[config.mk]
export PLATFORM = sky130hd
export DESIGN_NAME = reg_bank
export DESIGN_NICKNAME = d
export VERILOG_FILES = /design/src/cpu_pkg.sv /design/src/reg_bank.sv
export SDC_FILE = /design/constraint.sdc
export NUM_CORES = 1
export LEC_CHECK = 0
export ABC_AREA = 0
export BUFFER_PORTS_ARGS = -buffer_cell sky130_fd_sc_hd__buf_2
export CAP_MARGIN = 20
export CORE_AREA = 2 2 199 201
export CTS_CLUSTER_SIZE = 25
export DETAILED_ROUTE_END_ITERATION = 16
export DIE_AREA = 0 0 201 203
export HOLD_SLACK_MARGIN = 0.08
export PLACE_DENSITY = 0.77
export SYNTH_ARGS = -nofsm -noshare
export SYNTH_HDL_FRONTEND = slang
export SYNTH_SLANG_ARGS = --single-unit
[constraint.sdc]
create_clock -name clk -period 4.62 [get_ports clk]
set_input_delay 0.924 -clock clk [delete_from_list [all_inputs] [get_ports clk]]
set_output_delay 0.924 -clock clk [all_outputs]
set_load 0.01 [all_outputs]
[src/cpu_pkg.sv]
`default_nettype none

package cpu_pkg;

    // datapath widths
    localparam int WORD_W = 32;
    localparam int REG_AW = 4;
    localparam int MEM_AW = 8;
    localparam int APB_AW = 12;

    typedef logic [WORD_W-1:0] word_t;
    typedef logic [REG_AW-1:0] reg_addr_t;
    typedef logic [MEM_AW-1:0] mem_addr_t;
    typedef logic [APB_AW-1:0] apb_addr_t;

    // instruction class, bits 31:29
    // 011, 101 and 110 only advance the pc
    typedef enum logic [2:0] {
        OP_ALU    = 3'b000,
        OP_MEM    = 3'b001,
        OP_BRANCH = 3'b010,
        OP_NOP3   = 3'b011,
        OP_MOVE   = 3'b100,
        OP_NOP5   = 3'b101,
        OP_NOP6   = 3'b110,
        OP_TERM   = 3'b111
    } opcode_e;

    // funct bits 2:0 of alu instructions
    typedef enum logic [2:0] {
        ALU_ADD = 3'b000,
        ALU_SUB = 3'b001,
        ALU_AND = 3'b010,
        ALU_OR  = 3'b011,
        ALU_XOR = 3'b100,
        ALU_SRL = 3'b101,
        ALU_SLL = 3'b110,
        ALU_SLT = 3'b111
    } alu_op_e;

    // branch condition, instruction bits 1:0
    typedef enum logic [1:0] {
        COND_ALWAYS = 2'b00,
        COND_NEG    = 2'b01,
        COND_POS    = 2'b10,
        COND_ZERO   = 2'b11
    } cond_e;

    // funct bit 4 picks the immediate form, bit 0 marks a store
    localparam int FUNCT_IMM_BIT   = 4;
    localparam int FUNCT_STORE_BIT = 0;

    typedef struct packed {
        opcode_e   opcode;
        reg_addr_t rs;
        reg_addr_t rt;
        reg_addr_t rd;
        logic [4:0] funct;
        word_t     imm;
    } decoded_t;

    typedef struct packed {
        logic      psel;
        logic      penable;
        logic      pwrite;
        apb_addr_t paddr;
        word_t     pwdata;
    } apb_req_t;

    typedef struct packed {
        word_t prdata;
        logic  pready;
        logic  pslverr;
    } apb_rsp_t;

    typedef struct packed {
        logic      en;
        logic      we;
        mem_addr_t addr;
        word_t     wdata;
    } mem_req_t;

    // host map, byte addresses, one word every 4 bytes
    localparam apb_addr_t IMEM_BASE = 12'h000;
    localparam apb_addr_t DMEM_BASE = 12'h400;
    localparam apb_addr_t CTRL_ADDR = 12'h800;
    localparam apb_addr_t REG_BASE  = 12'h840;

    // control write and status read bits
    localparam int CTRL_START_BIT = 0;
    localparam int STAT_RUN_BIT   = 0;
    localparam int STAT_DONE_BIT  = 1;

endpackage

`default_nettype wire

[src/reg_bank.sv]
`timescale 1ns/1ps
`default_nettype none

module reg_bank
    import cpu_pkg::*;
(
    input  logic      clk,
    input  reg_addr_t rd_addr1,
    input  reg_addr_t rd_addr2,
    output word_t     rd_data1,
    output word_t     rd_data2,
    input  logic      wr_en,
    input  reg_addr_t wr_addr,
    input  word_t     wr_data
);

    // sixteen general registers, no r0 special case
    word_t regs [16];

    // single write port, cpu writeback only
    always_ff @(posedge clk)
    begin
        if (wr_en)
            regs[wr_addr] <= wr_data;
    end

    // reads are combinational
    // port 1 also serves host reads while stopped
    assign rd_data1 = regs[rd_addr1];
    assign rd_data2 = regs[rd_addr2];

endmodule

`default_nettype wire

# == Word-level counts from Yosys, hierarchy flattened ==
# Memory sizes are Yosys's and may differ from the RTL's.
# Index checks and enable logic that the tools add are counted.
# op_classes
muxes,2
# op_table
op,n
$mux W1,2
# word_totals
register_bits,0
mem_bits_rw,512
in_bits,46
word_cells,3
mem_count,1
# mem_list
name,words,width,rd,rd_clocked_by_memory_dff,write_ports,line_no,source
regs,16,32,2,0,1,reg_bank.sv:18,word_t regs [16];

# == Depth between registers and ports, before layout ==
# Gate-level depths: netlist of the first run.
# depth
word_depth,2
ltp_mapped,5
ltp_nobuf,3

# == Least setup slack after synthesis of the first run ==
# No wires, ideal clock.
# synth_timing
kind,input to register
from,input wr_addr[2]
to,memory regs[0][0] (netlist name) (enable)
setup_time_ns,0.461
arrival_time_ns,3.642
required_time_ns,4.159
slack_ns,0.516
stages,2
n_path_buf,0
path_cell_list,or3b_2 -> nor3_1
# synth_lines
element,line_no,source
start: declaration,reg_bank.sv:13,"input reg_addr_t wr_addr,"
end: declaration,reg_bank.sv:18,
# Straight into the memory's write port.

# == Worst setup path in the final report of the first run ==
# layout_timing
from,input rd_addr1[0]
to,output rd_data1[31]
# layout_via
elab_chain_len,1
# layout_rtl
element,line_no,source
start: declaration,reg_bank.sv:8,"input reg_addr_t rd_addr1,"
$mem_v2 Z16 W32,-,
end: declaration,reg_bank.sv:10,"output word_t rd_data1,"
# Every way passes these cells.

==> run summary, run 1 <==
The fmax came out at 0.268 GHz. The final critical-path required period came out at 3.74 ns. The final weighted congestion of routability-driven global placement is 0.753. Once the floorplan was initialized, standard cells occupied 59.5% of the core. The power density normalized to cell area is 382 nW/µm². Among all stages on the critical path, the largest delay is contributed by sky130_fd_sc_hd__mux4_2. In the final routed layout, each cell accounts on average for 31.7 µm. The cell area after synthesis came out at 22,900 µm². In the layout the commonest cells are 512 x sky130_fd_sc_hd__edfxtp_1, 256 x sky130_fd_sc_hd__mux4_2, 128 x sky130_fd_sc_hd__a22oi_1. On the critical path the largest part of the delay comes from buffers and inverters. The maximum root-to-sink buffer count is 3. The total iterations of the first detailed-routing run came out at 5. The part of the Yosys area used for sequential elements came out at 67.1%. Traced cell by cell, the critical path runs through clkbuf_8 -> buf_4 -> mux4_2 -> a22oi_1 -> nand2_1 -> buf_2. The floorplan step defined a die boundary enclosing 40,800 µm². The number of clock buffers added by TritonCTS is 50. The classification of the worst-slack hold path is in -> reg. The final sum of negative setup slack is 0 ns. The largest registers in the layout are regs (512). The relative max-transition margin is 27.8%. The cell sitting at the root of the clock tree is a sky130_fd_sc_hd__clkbuf_16. The via count is 12,500. Once placement finished, the instance area stood at 24,400 µm². The worst-case hold path end point is regs[8][1]. The worst setup path is captured at an output port. The ratio of cells with drive above 1 in the final layout came out at 40.9%.

The top fanout value on the critical path is 30. The critical path data required time came out at 3.70 ns. Across the run, the number of max-cap violations was 0. After layout, the design draws a total of 9900 µW. The overflow left after global routing is 0.

The signal arrival time at the worst endpoint came out at 2.81 ns. The number of global-route vias before repair came out at 12,900. During I/O placement, the number of pins put on the boundary was 110. The post-route antenna net violation count came out at 0. The die is 203 µm tall.

The final clock period utilization by the worst path came out at 80.9%. The clock transition at the registers of the reported paths is 0.06 ns. The number of cells on the worst hold path is 1. The count of buffers added on input and output ports is 109. Global routing used 28.1% of the available tracks across all layers. The worst hold path begins at wr_data[1]. The startpoint class of the critical path is a primary input. The total of warnings raised by yosys is 0. The number of buffers inserted to repair setup after CTS is 0.

The register with the highest flop count is regs. The die outline width is 201 µm. The number of flip-flops under the largest register name came out at 512.

The count of cell types in the netlist came out at 16. Setup repair after global routing left no endpoint under its margin. The largest single stage delay on the critical path is 0.55 ns. The total core area is 38,500 µm². The number of buffer and inverter stages on the critical path is 3. The post-cts resize count is 0.

Summed over all nets, the half-perimeter wirelength after detailed placement is 31,600 µm. The floorplan has 72 rows. The critical path is of the in -> out type.

The hold violation total from the final report came to 0. The global-route wire length before repair came out at 82,200 µm. When the netlist entered floorplanning its net count stood at 1,123. The finished layout holds 1,759 standard cells, fillers aside.

The static leakage power is 0.00835 µW. At the end of the flow, the number of nets in the layout was 1,245. The hold buffer count at cts is 0. The run finished with clean final reports.

Leaving out fill and tap cells, the most frequent cell in the layout is sky130_fd_sc_hd__edfxtp_1. The growth of design area from synthesis to finish is 13.0%. The worst voltage drop across the vdd grid came out at 0.337 mV. The synthesized design contains 512 register bits. The area taken by flip-flops and latches came out at 15,400 µm².

The pin count of the biggest net entering global routing is 65. The CTS sink count is 512. The average vias per placed instance is 7.10. The gate count after technology mapping is 1,077. The slew at the pin closest to its max-slew limit is 1.08 ns.

The number of violations reported at the end of detailed-routing iteration 0 came out at 1,483. The routed design has 55,800 µm of wire. The mean instance size in the synthesized netlist is 21.3 µm². The area of combinational cells with multiple inputs is 7280 µm².

The count of unresolved DRC violations after routing came out at 0. Setup violations remaining at the end of the flow were counted as 0. The depth of the CTS H-tree is 2. The clock tree from TritonCTS is built. The initial antenna violation count is 2.

The final-report max-slew violation count is 0. The number of cells in the design after placement came out at 1,665. After routing the design area is 25,900 µm². Fill cells in the final layout number 2,435.
[cells in the mapped netlist]
| cell | number | area [µm²] |
|---|---|---|
| sky130_fd_sc_hd__or3b_2 | 1 | 8.76 |
| sky130_fd_sc_hd__nand2b_1 | 2 | 12.5 |
| sky130_fd_sc_hd__buf_2 | 16 | 80.1 |
| sky130_fd_sc_hd__buf_1 | 13 | 48.8 |
| sky130_fd_sc_hd__nor2_1 | 14 | 52.6 |
| sky130_fd_sc_hd__mux4_2 | 256 | 5770 |
| sky130_fd_sc_hd__nand3_1 | 1 | 5.00 |
| sky130_fd_sc_hd__a22oi_1 | 128 | 961 |
| sky130_fd_sc_hd__buf_4 | 18 | 135 |
| sky130_fd_sc_hd__clkbuf_1 | 39 | 146 |
| sky130_fd_sc_hd__nand2_1 | 65 | 244 |
| sky130_fd_sc_hd__and2_1 | 2 | 12.5 |
| sky130_fd_sc_hd__nor2b_1 | 4 | 25.0 |
| sky130_fd_sc_hd__nand3b_1 | 2 | 15.0 |
| sky130_fd_sc_hd__nor3_1 | 4 | 20.0 |
| sky130_fd_sc_hd__edfxtp_1 | 512 | 15400 |
[worst max path at each step]
stage | start | endpoint | cells past startpoint
after CTS | rd_addr2[0] | rd_data2[5] | 6
after floorplan | wr_addr[2] | regs[0][0] | 2
final | rd_addr1[0] | rd_data1[31] | 6
after detailed placement | rd_addr1[0] | rd_data1[31] | 6
after global routing | rd_addr1[0] | rd_data1[14] | 6
after global placement | rd_addr2[0] | rd_data2[14] | 6
[kinds of logic after synthesis]
group | count (synthesis) | share of synthesized area (%)
compound gates | 128 | 4.19
simple gates | 95 | 1.73
buf+inv | 86 | 1.79
flops | 512 | 67.1
mux | 256 | 25.2
[per-stage QoR]
stage                     util (%)  hold slack, ns  worst slack, ns
after floorplan                  -            1.02            0.516
after global placement        63.4            1.29            0.891
after detailed placement      63.4            1.30            0.882
after CTS                     67.3           0.675            0.843
after global routing          67.3           0.709            0.769
final                         67.3           0.705            0.882
[cell type report]
cell class                      count  share of cell area (%)
Multi-Input combinational cell    479                    28.1
Tap cell                          518                    2.50
Clock buffer                       58                    4.95
Antenna cell                        2                  0.0193
Sequential cell                   512                    59.4
Clock inverter                     34                   0.879
Timing Repair Buffer              156                    4.17
[power by group]
group | total (µW) | switching, µW | leakage, µW | internal [µW]
clock network | 3780 | 1680 | 0.000747 | 2100
logic | 874 | 486 | 0.00298 | 388
registers | 5250 | 40.0 | 0.00463 | 5210
[per-layer routing]
| layer | global-route usage (%) | vias to the layer above | share of wire, % |
|---|---|---|---|
| li1 | - | 5018 | - |
| met1 | 36.4 | 6537 | 36 |
| met2 | 46.9 | 784 | 51 |
| met3 | 5.71 | 145 | 9.3 |
| met4 | 12.4 | 2 | 4.0 |
| met5 | 0.595 | - | 0.023 |
No activity file was read; power rests on OpenSTA's default activity.
==> run 2, diff against run 1 <==
--- a/config.mk
+++ b/config.mk
@@ -8,12 +8,12 @@
 export ABC_AREA = 0
 export BUFFER_PORTS_ARGS = -buffer_cell sky130_fd_sc_hd__buf_2
 export CAP_MARGIN = 20
-export CORE_AREA = 2 2 199 201
+export CORE_AREA = 2 2 206 208
 export CTS_CLUSTER_SIZE = 25
 export DETAILED_ROUTE_END_ITERATION = 16
-export DIE_AREA = 0 0 201 203
+export DIE_AREA = 0 0 208 210
 export HOLD_SLACK_MARGIN = 0.08
-export PLACE_DENSITY = 0.77
+export PLACE_DENSITY = 0.76
 export SYNTH_ARGS = -nofsm -noshare
 export SYNTH_HDL_FRONTEND = slang
 export SYNTH_SLANG_ARGS = --single-unit
==> constraint.sdc (replaced) <==
create_clock -name clk -period 3.1 [get_ports clk]
set_input_delay 0.62 -clock clk [delete_from_list [all_inputs] [get_ports clk]]
set_output_delay 0.62 -clock clk [all_outputs]
set_load 0.01 [all_outputs]
==> run summary, run 2 (synthesized netlist as in run 1, its figures left out) <==
The flow ran to the end, and the final reports show no timing, DRC or antenna violations. The final weighted congestion of routability-driven global placement is 0.765 (+1.6%). The total core area is 41,500 µm² (+7.8%).

The initial antenna violation count came out at 3 (+1). The final clock period utilization by the worst path is 93.4%. The average vias per placed instance came out at 7.01 (-1.3%). The number of buffers inserted by port buffering came out at 109 (unchanged).

The final core utilization came out at 63.7% (-3.6 points). The die outline width came to 208 µm (+3.5%). The relative max-transition margin was 26.1% (-1.7 points). The slowest stage of the critical path is the sky130_fd_sc_hd__mux4_2 cell. The static leakage power is 0.00854 µW (+2.3%).

The number of filler instances in the final layout came out at 2,751 (+13%). Broken down by cell family, the worst path's largest delay share belongs to buffers and inverters. The overflow left after global routing was 0 (unchanged). The global-route wire length before repair is 83,700 µm (+1.7%). The pin count of the biggest net entering global routing came out at 42 (-35%). The count of final setup violators came out at 0 (unchanged). The maximum root-to-sink buffer count came out at 3 (unchanged). The CTS sink count was 512 (unchanged). The library cells used most frequently in the layout, excluding fill and tap cells, are 512 x sky130_fd_sc_hd__edfxtp_1, 256 x sky130_fd_sc_hd__mux4_2, 128 x sky130_fd_sc_hd__a22oi_1.

The count of unresolved DRC violations after routing came out at 0 (unchanged). The clock buffer count from CTS came to 50 (unchanged). The clock transition at the registers of the reported paths came out at 0.06 ns (about the same). The critical path goes through clkbuf_8 -> buf_12 -> mux4_2 -> a22oi_1 -> nand2_1 -> buf_2.

The total iterations of the first detailed-routing run came out at 7 (+2). The placed wire-length estimate after detailed placement was 30,400 µm (-3.6%). The critical path data required time is 2.48 ns (-1.22 ns). The vertical die dimension is 210 µm (+3.4%). The tree is rooted in a sky130_fd_sc_hd__clkbuf_16. The max-cap check violation count was 0 (unchanged). Counting flops per register, the top entry is regs. The slew at the pin closest to its max-slew limit is 1.11 ns (+0.0288 ns). The number of buffer and inverter stages on the critical path came out at 3 (unchanged). The final-report max-slew violation count came to 0 (unchanged). The I/O pin total came out at 110 (unchanged). The post-cts resize count is 0 (unchanged).

The worst setup path is launched from a primary input. TritonCTS built the clock tree. The number of rows in the core area is 75 (+4.2%). The number of violations reported at the end of detailed-routing iteration 0 came out at 1,501 (+1.2%). The critical hold path startpoint is wr_data[10]. The top fanout value on the critical path came to 28 (-6.7%). The delay contributed by the slowest stage of the critical path is 0.54 ns (about the same). Setup repair after global routing left no endpoint under its margin. The largest registers in the layout are regs (512). The growth of design area from synthesis to finish is 15.3%. The initial core utilization was 55.2% (-4.3 points). The die area came out at 43,700 µm² (+7.1%).

For hold timing, the worst endpoint is regs[9][10]. The wire length after detailed routing came out at 56,800 µm (+1.7%). The critical path is of the in -> out type. The depth of the CTS H-tree came out at 2 (unchanged). The library cell used most frequently in the layout, excluding fill and tap cells, is sky130_fd_sc_hd__edfxtp_1. The worst voltage drop across the vdd grid came out at 0.867 mV (+160%). The final critical-path required period is 2.90 ns. The power density normalized to cell area is 584 nW/µm² (+53%). The number of global-route vias before repair came to 13,100 (+1.3%). The final sum of negative setup slack is 0 ns (unchanged). The hold violation total from the final report came out at 0 (unchanged).

The number of flip-flops under the largest register name is 512 (unchanged). The final net count came to 1,257 (+0.96%). The post-route antenna net violation count came out at 0 (unchanged). The hold buffer count at cts is 0 (unchanged).

The number of cells on the worst hold path came out at 1 (unchanged). The average wire per cell in the routed design is 31.7 µm (-0.15%). The via count came to 12,600 (+0.52%).

The ratio of cells with drive above 1 in the final layout came to 41.8% (+0.89 points). Based on the critical path, the design can be clocked at up to 0.345 GHz. The path length in cells of the critical path is 6 (unchanged).

The number of buffers inserted to repair setup after CTS is 0 (unchanged). The signal arrival time at the worst endpoint is 2.28 ns (-0.53 ns). The classification of the worst-slack hold path is in -> reg. The total routing usage reported by global routing is 26.5% (-1.6 points). The type of destination of the critical path is an output port.
==> run 2: report_power, final <==
group	internal, µW	total [µW]	leakage (µW)	switching (µW)
combinational	606	1340	0.00309	739
clock	3690	6250	0.000821	2560
sequential	7760	7820	0.00463	58.7
total	12100	15400	0.00854	3360
==> run 2: per-stage QoR <==
step           total power, µW  instances  cell area, µm²  hold WS (ns)  worst slack, ns
2_1_floorplan             8760       1077           22900         0.719            0.172
3_3_place_gp              9280       1698           24700         0.990            0.213
3_5_place_dp              9310       1698           24700          1.00            0.207
4_1_cts                  15500       1790           26400         0.368            0.183
5_1_grt                  15800       1790           26400         0.383            0.134
6_report                 15400       1791           26400         0.392            0.204
==> run 2: worst max-delay path by stage <==
stage | from | to | slack (ns)
2_1_floorplan | wr_addr[2] | regs[1][0] | 0.17
5_1_grt | rd_addr1[0] | rd_data1[30] | 0.13
4_1_cts | rd_addr1[0] | rd_data1[6] | 0.18
6_report | rd_addr1[0] | rd_data1[13] | 0.20
3_5_place_dp | rd_addr1[0] | rd_data1[13] | 0.21
3_3_place_gp | rd_addr1[0] | rd_data1[13] | 0.21
==> run 2: cell type report <==
class / count / area (µm²) / share of cell area [%]
flip-flops and latches: 512 / 15400 / 58.2
multi-input cells: 479 / 7300 / 27.7
repair buffers: 168 / 1360 / 5.14
clock buffers: 59 / 1310 / 4.95
well taps: 539 / 674 / 2.55
clock inverters: 33 / 394 / 1.49
diodes: 1 / 2.50 / 0.00947
==> run 2: metal layers <==
metal / up-vias / track usage, % / share of wire [%]
met2: 689 / 44.1 / 52
met1: 6668 / 34.6 / 36
met5: - / 0 / 0.042
met3: 155 / 5.02 / 8.2
met4: 4 / 11.9 / 4.1
li1: 5035 / - / -
==> run 3, diff against run 2 <==
==> constraint.sdc (replaced) <==
create_clock -name clk -period 3.1 [get_ports clk]
set_input_delay 0.31 -clock clk [delete_from_list [all_inputs] [get_ports clk]]
set_output_delay 0.31 -clock clk [all_outputs]
set_load 0.01 [all_outputs]
==> run summary, run 3 (synthesized netlist as in run 1, its figures left out) <==
The flow ran to the end, and the final reports show no timing, DRC or antenna violations. The critical hold path startpoint is wr_data[7]. The total iterations of the first detailed-routing run is 5 (-2). The critical path starts at rd_addr2[0]. The placed wire-length estimate after detailed placement came to 32,000 µm (+5.2%). The library cell used most frequently in the layout, excluding fill and tap cells, is sky130_fd_sc_hd__edfxtp_1.

The worst setup timing slack at the placement stage came out at 0.675 ns (+0.469 ns). The maximum root-to-sink buffer count is 3 (unchanged). The final clock period utilization by the worst path is 78.2% (-15 points). The clock tree from TritonCTS is built.

The number of filler instances in the final layout came out at 2,802 (+1.9%). The fmax was 0.412 GHz (+19%). The overflow left after global routing is 0 (unchanged). The post-route antenna net violation count is 0 (unchanged). Setup repair after global routing left no endpoint under its margin. The number of flip-flops under the largest register name is 512 (unchanged). The power density normalized to cell area was 571 nW/µm² (-2.2%).

The number of diodes is 0 (-1). The critical path data required time is 2.79 ns (+0.31 ns). The relative max-transition margin came to 45.3% (+19 points). The ratio of cells with drive above 1 in the final layout was 40.9% (-0.90 points).

The area taken by flip-flops and latches came out at 15,400 µm² (unchanged). The post-cts resize count came out at 0 (unchanged). The final total power is 14,900 µW (-3.1%). The final weighted congestion of routability-driven global placement is 0.752 (-1.8%). The area of combinational cells with multiple inputs came out at 7300 µm² (unchanged). The pin count of the biggest net entering global routing came out at 47 (+12%). The initial core utilization came out at 55.2% (unchanged). The largest registers in the layout are regs (512). The final-report max-slew violation count is 0 (unchanged). The count of final setup violators came out at 0 (unchanged).

The clock root buffer is sky130_fd_sc_hd__clkbuf_16. The number of violations reported at the end of detailed-routing iteration 0 was 1,629 (+8.5%). The I/O pin total is 110 (unchanged).

The wire length after detailed routing is 57,600 µm (+1.4%). The hold violation total from the final report came out at 0 (unchanged). The depth of the CTS H-tree came out at 2 (unchanged). The average vias per placed instance was 7.04 (+0.42%). In the layout the commonest cells are 512 x sky130_fd_sc_hd__edfxtp_1, 256 x sky130_fd_sc_hd__mux4_2, 128 x sky130_fd_sc_hd__a22oi_1. The max-cap check violation count came out at 0 (unchanged).

The die outline width is 208 µm (unchanged). The top fanout value on the critical path was 33 (+18%). The initial antenna violation count is 2 (-1). The final critical-path required period is 2.42 ns (-0.472 ns). The final net count came out at 1,263 (+0.48%). The number of rows in the core area is 75 (unchanged). The global-route wire length before repair came out at 84,200 µm (+0.63%).

The type of destination of the critical path is an output port. The slew at the pin closest to its max-slew limit is 0.820 ns (-0.289 ns). The clock transition at the registers of the reported paths came out at 0.06 ns (about the same). The number of global-route vias before repair was 13,100 (+0.37%). The clock buffer count from CTS came out at 51 (+2.0%). The number of buffers inserted by port buffering is 109 (unchanged).

The worst setup path is of the in -> out kind. The final sum of negative setup slack is 0 ns (unchanged). STA classifies the critical path startpoint as a primary input. The smallest setup slack after layout was 0.676 ns (+0.472 ns). The total core area came out at 41,500 µm² (unchanged). The die area is 43,700 µm² (unchanged). The register with the highest flop count is regs. The vertical die dimension is 210 µm (unchanged). The count of unresolved DRC violations after routing is 0 (unchanged). The growth of design area from synthesis to finish is 14.3%. The worst voltage drop across the vdd grid is 0.661 mV (-24%). The via count came to 12,600 (+0.53%). The total routing usage reported by global routing was 26.7% (+0.21 points).

The signal arrival time at the worst endpoint is 2.11 ns (-0.17 ns). The average wire per cell in the routed design came to 32.1 µm (+1.3%). The path class of the tightest hold or removal check is in -> reg. The static leakage power came out at 0.00845 µW (-1.0%). The CTS sink count is 512 (unchanged).
-- run 3: cell count changes in the layout (fill, tap and decap cells not counted), sizes merged --
cell,change
buf,-4
clkinvlp,-1
bufinv,-5
dlygate4sd3,+9
diode,-1
clkbuf,+5
clkinv,-1
-- run 3: power breakdown --
| group | internal (µW) | switching [µW] |
|---|---|---|
| clock | 3260 | 2520 |
| combinational | 596 | 743 |
| sequential | 7760 | 58.6 |
| total | 11600 | 3320 |
-- run 3: layout make-up --
cell class,instances,share of cell area [%]
flip-flops and latches,512,58.7
multi-input cells,479,27.9
well taps,539,2.58
clock inverters,26,0.774
clock buffers,64,5.06
repair buffers,173,4.98
-- run 3: worst paths after layout --
check,endpoint,slack (ns),cells past startpoint
worst max-delay path,rd_data2[16],0.68,6
worst min-delay path,regs[10][7],0.1,1
-- run 3: critical path, stage by stage --
cell	delay, ns
sky130_fd_sc_hd__clkbuf_8	0.31
sky130_fd_sc_hd__buf_12	0.34
sky130_fd_sc_hd__mux4_2	0.59
sky130_fd_sc_hd__a22oi_1	0.28
sky130_fd_sc_hd__nand2_1	0.10
sky130_fd_sc_hd__buf_2	0.15
-- run 3: through the flow --
step | instances | hold WS (ns) | util [%] | area (µm²)
after detailed placement | 1694 | 0.685 | 59.2 | 24600
after global placement | 1694 | 0.684 | 59.2 | 24600
after floorplan | 1077 | 0.409 | - | 22900
final | 1793 | 0.0994 | 63.1 | 26200
after CTS | 1793 | 0.0800 | 63.1 | 26200
after global routing | 1793 | 0.101 | 63.1 | 26200
-- run 3: per-layer routing --
metal  global-route usage (%)  part of all wire (%)
met1                     36.0                    36
met2                     45.2                    51
met3                     4.20                   9.5
met4                     9.49                   3.4
met5                        0                 0.024
-- run 3: repair_timing --
| action | 4_1_cts | 5_1_grt |
|---|---|---|
| hold buffers | 9 | 0 |
| endpoints found under the setup margin | 0 | 0 |
| buffers inserted | 0 | 0 |
| hold endpoints to repair | 93 | 0 |
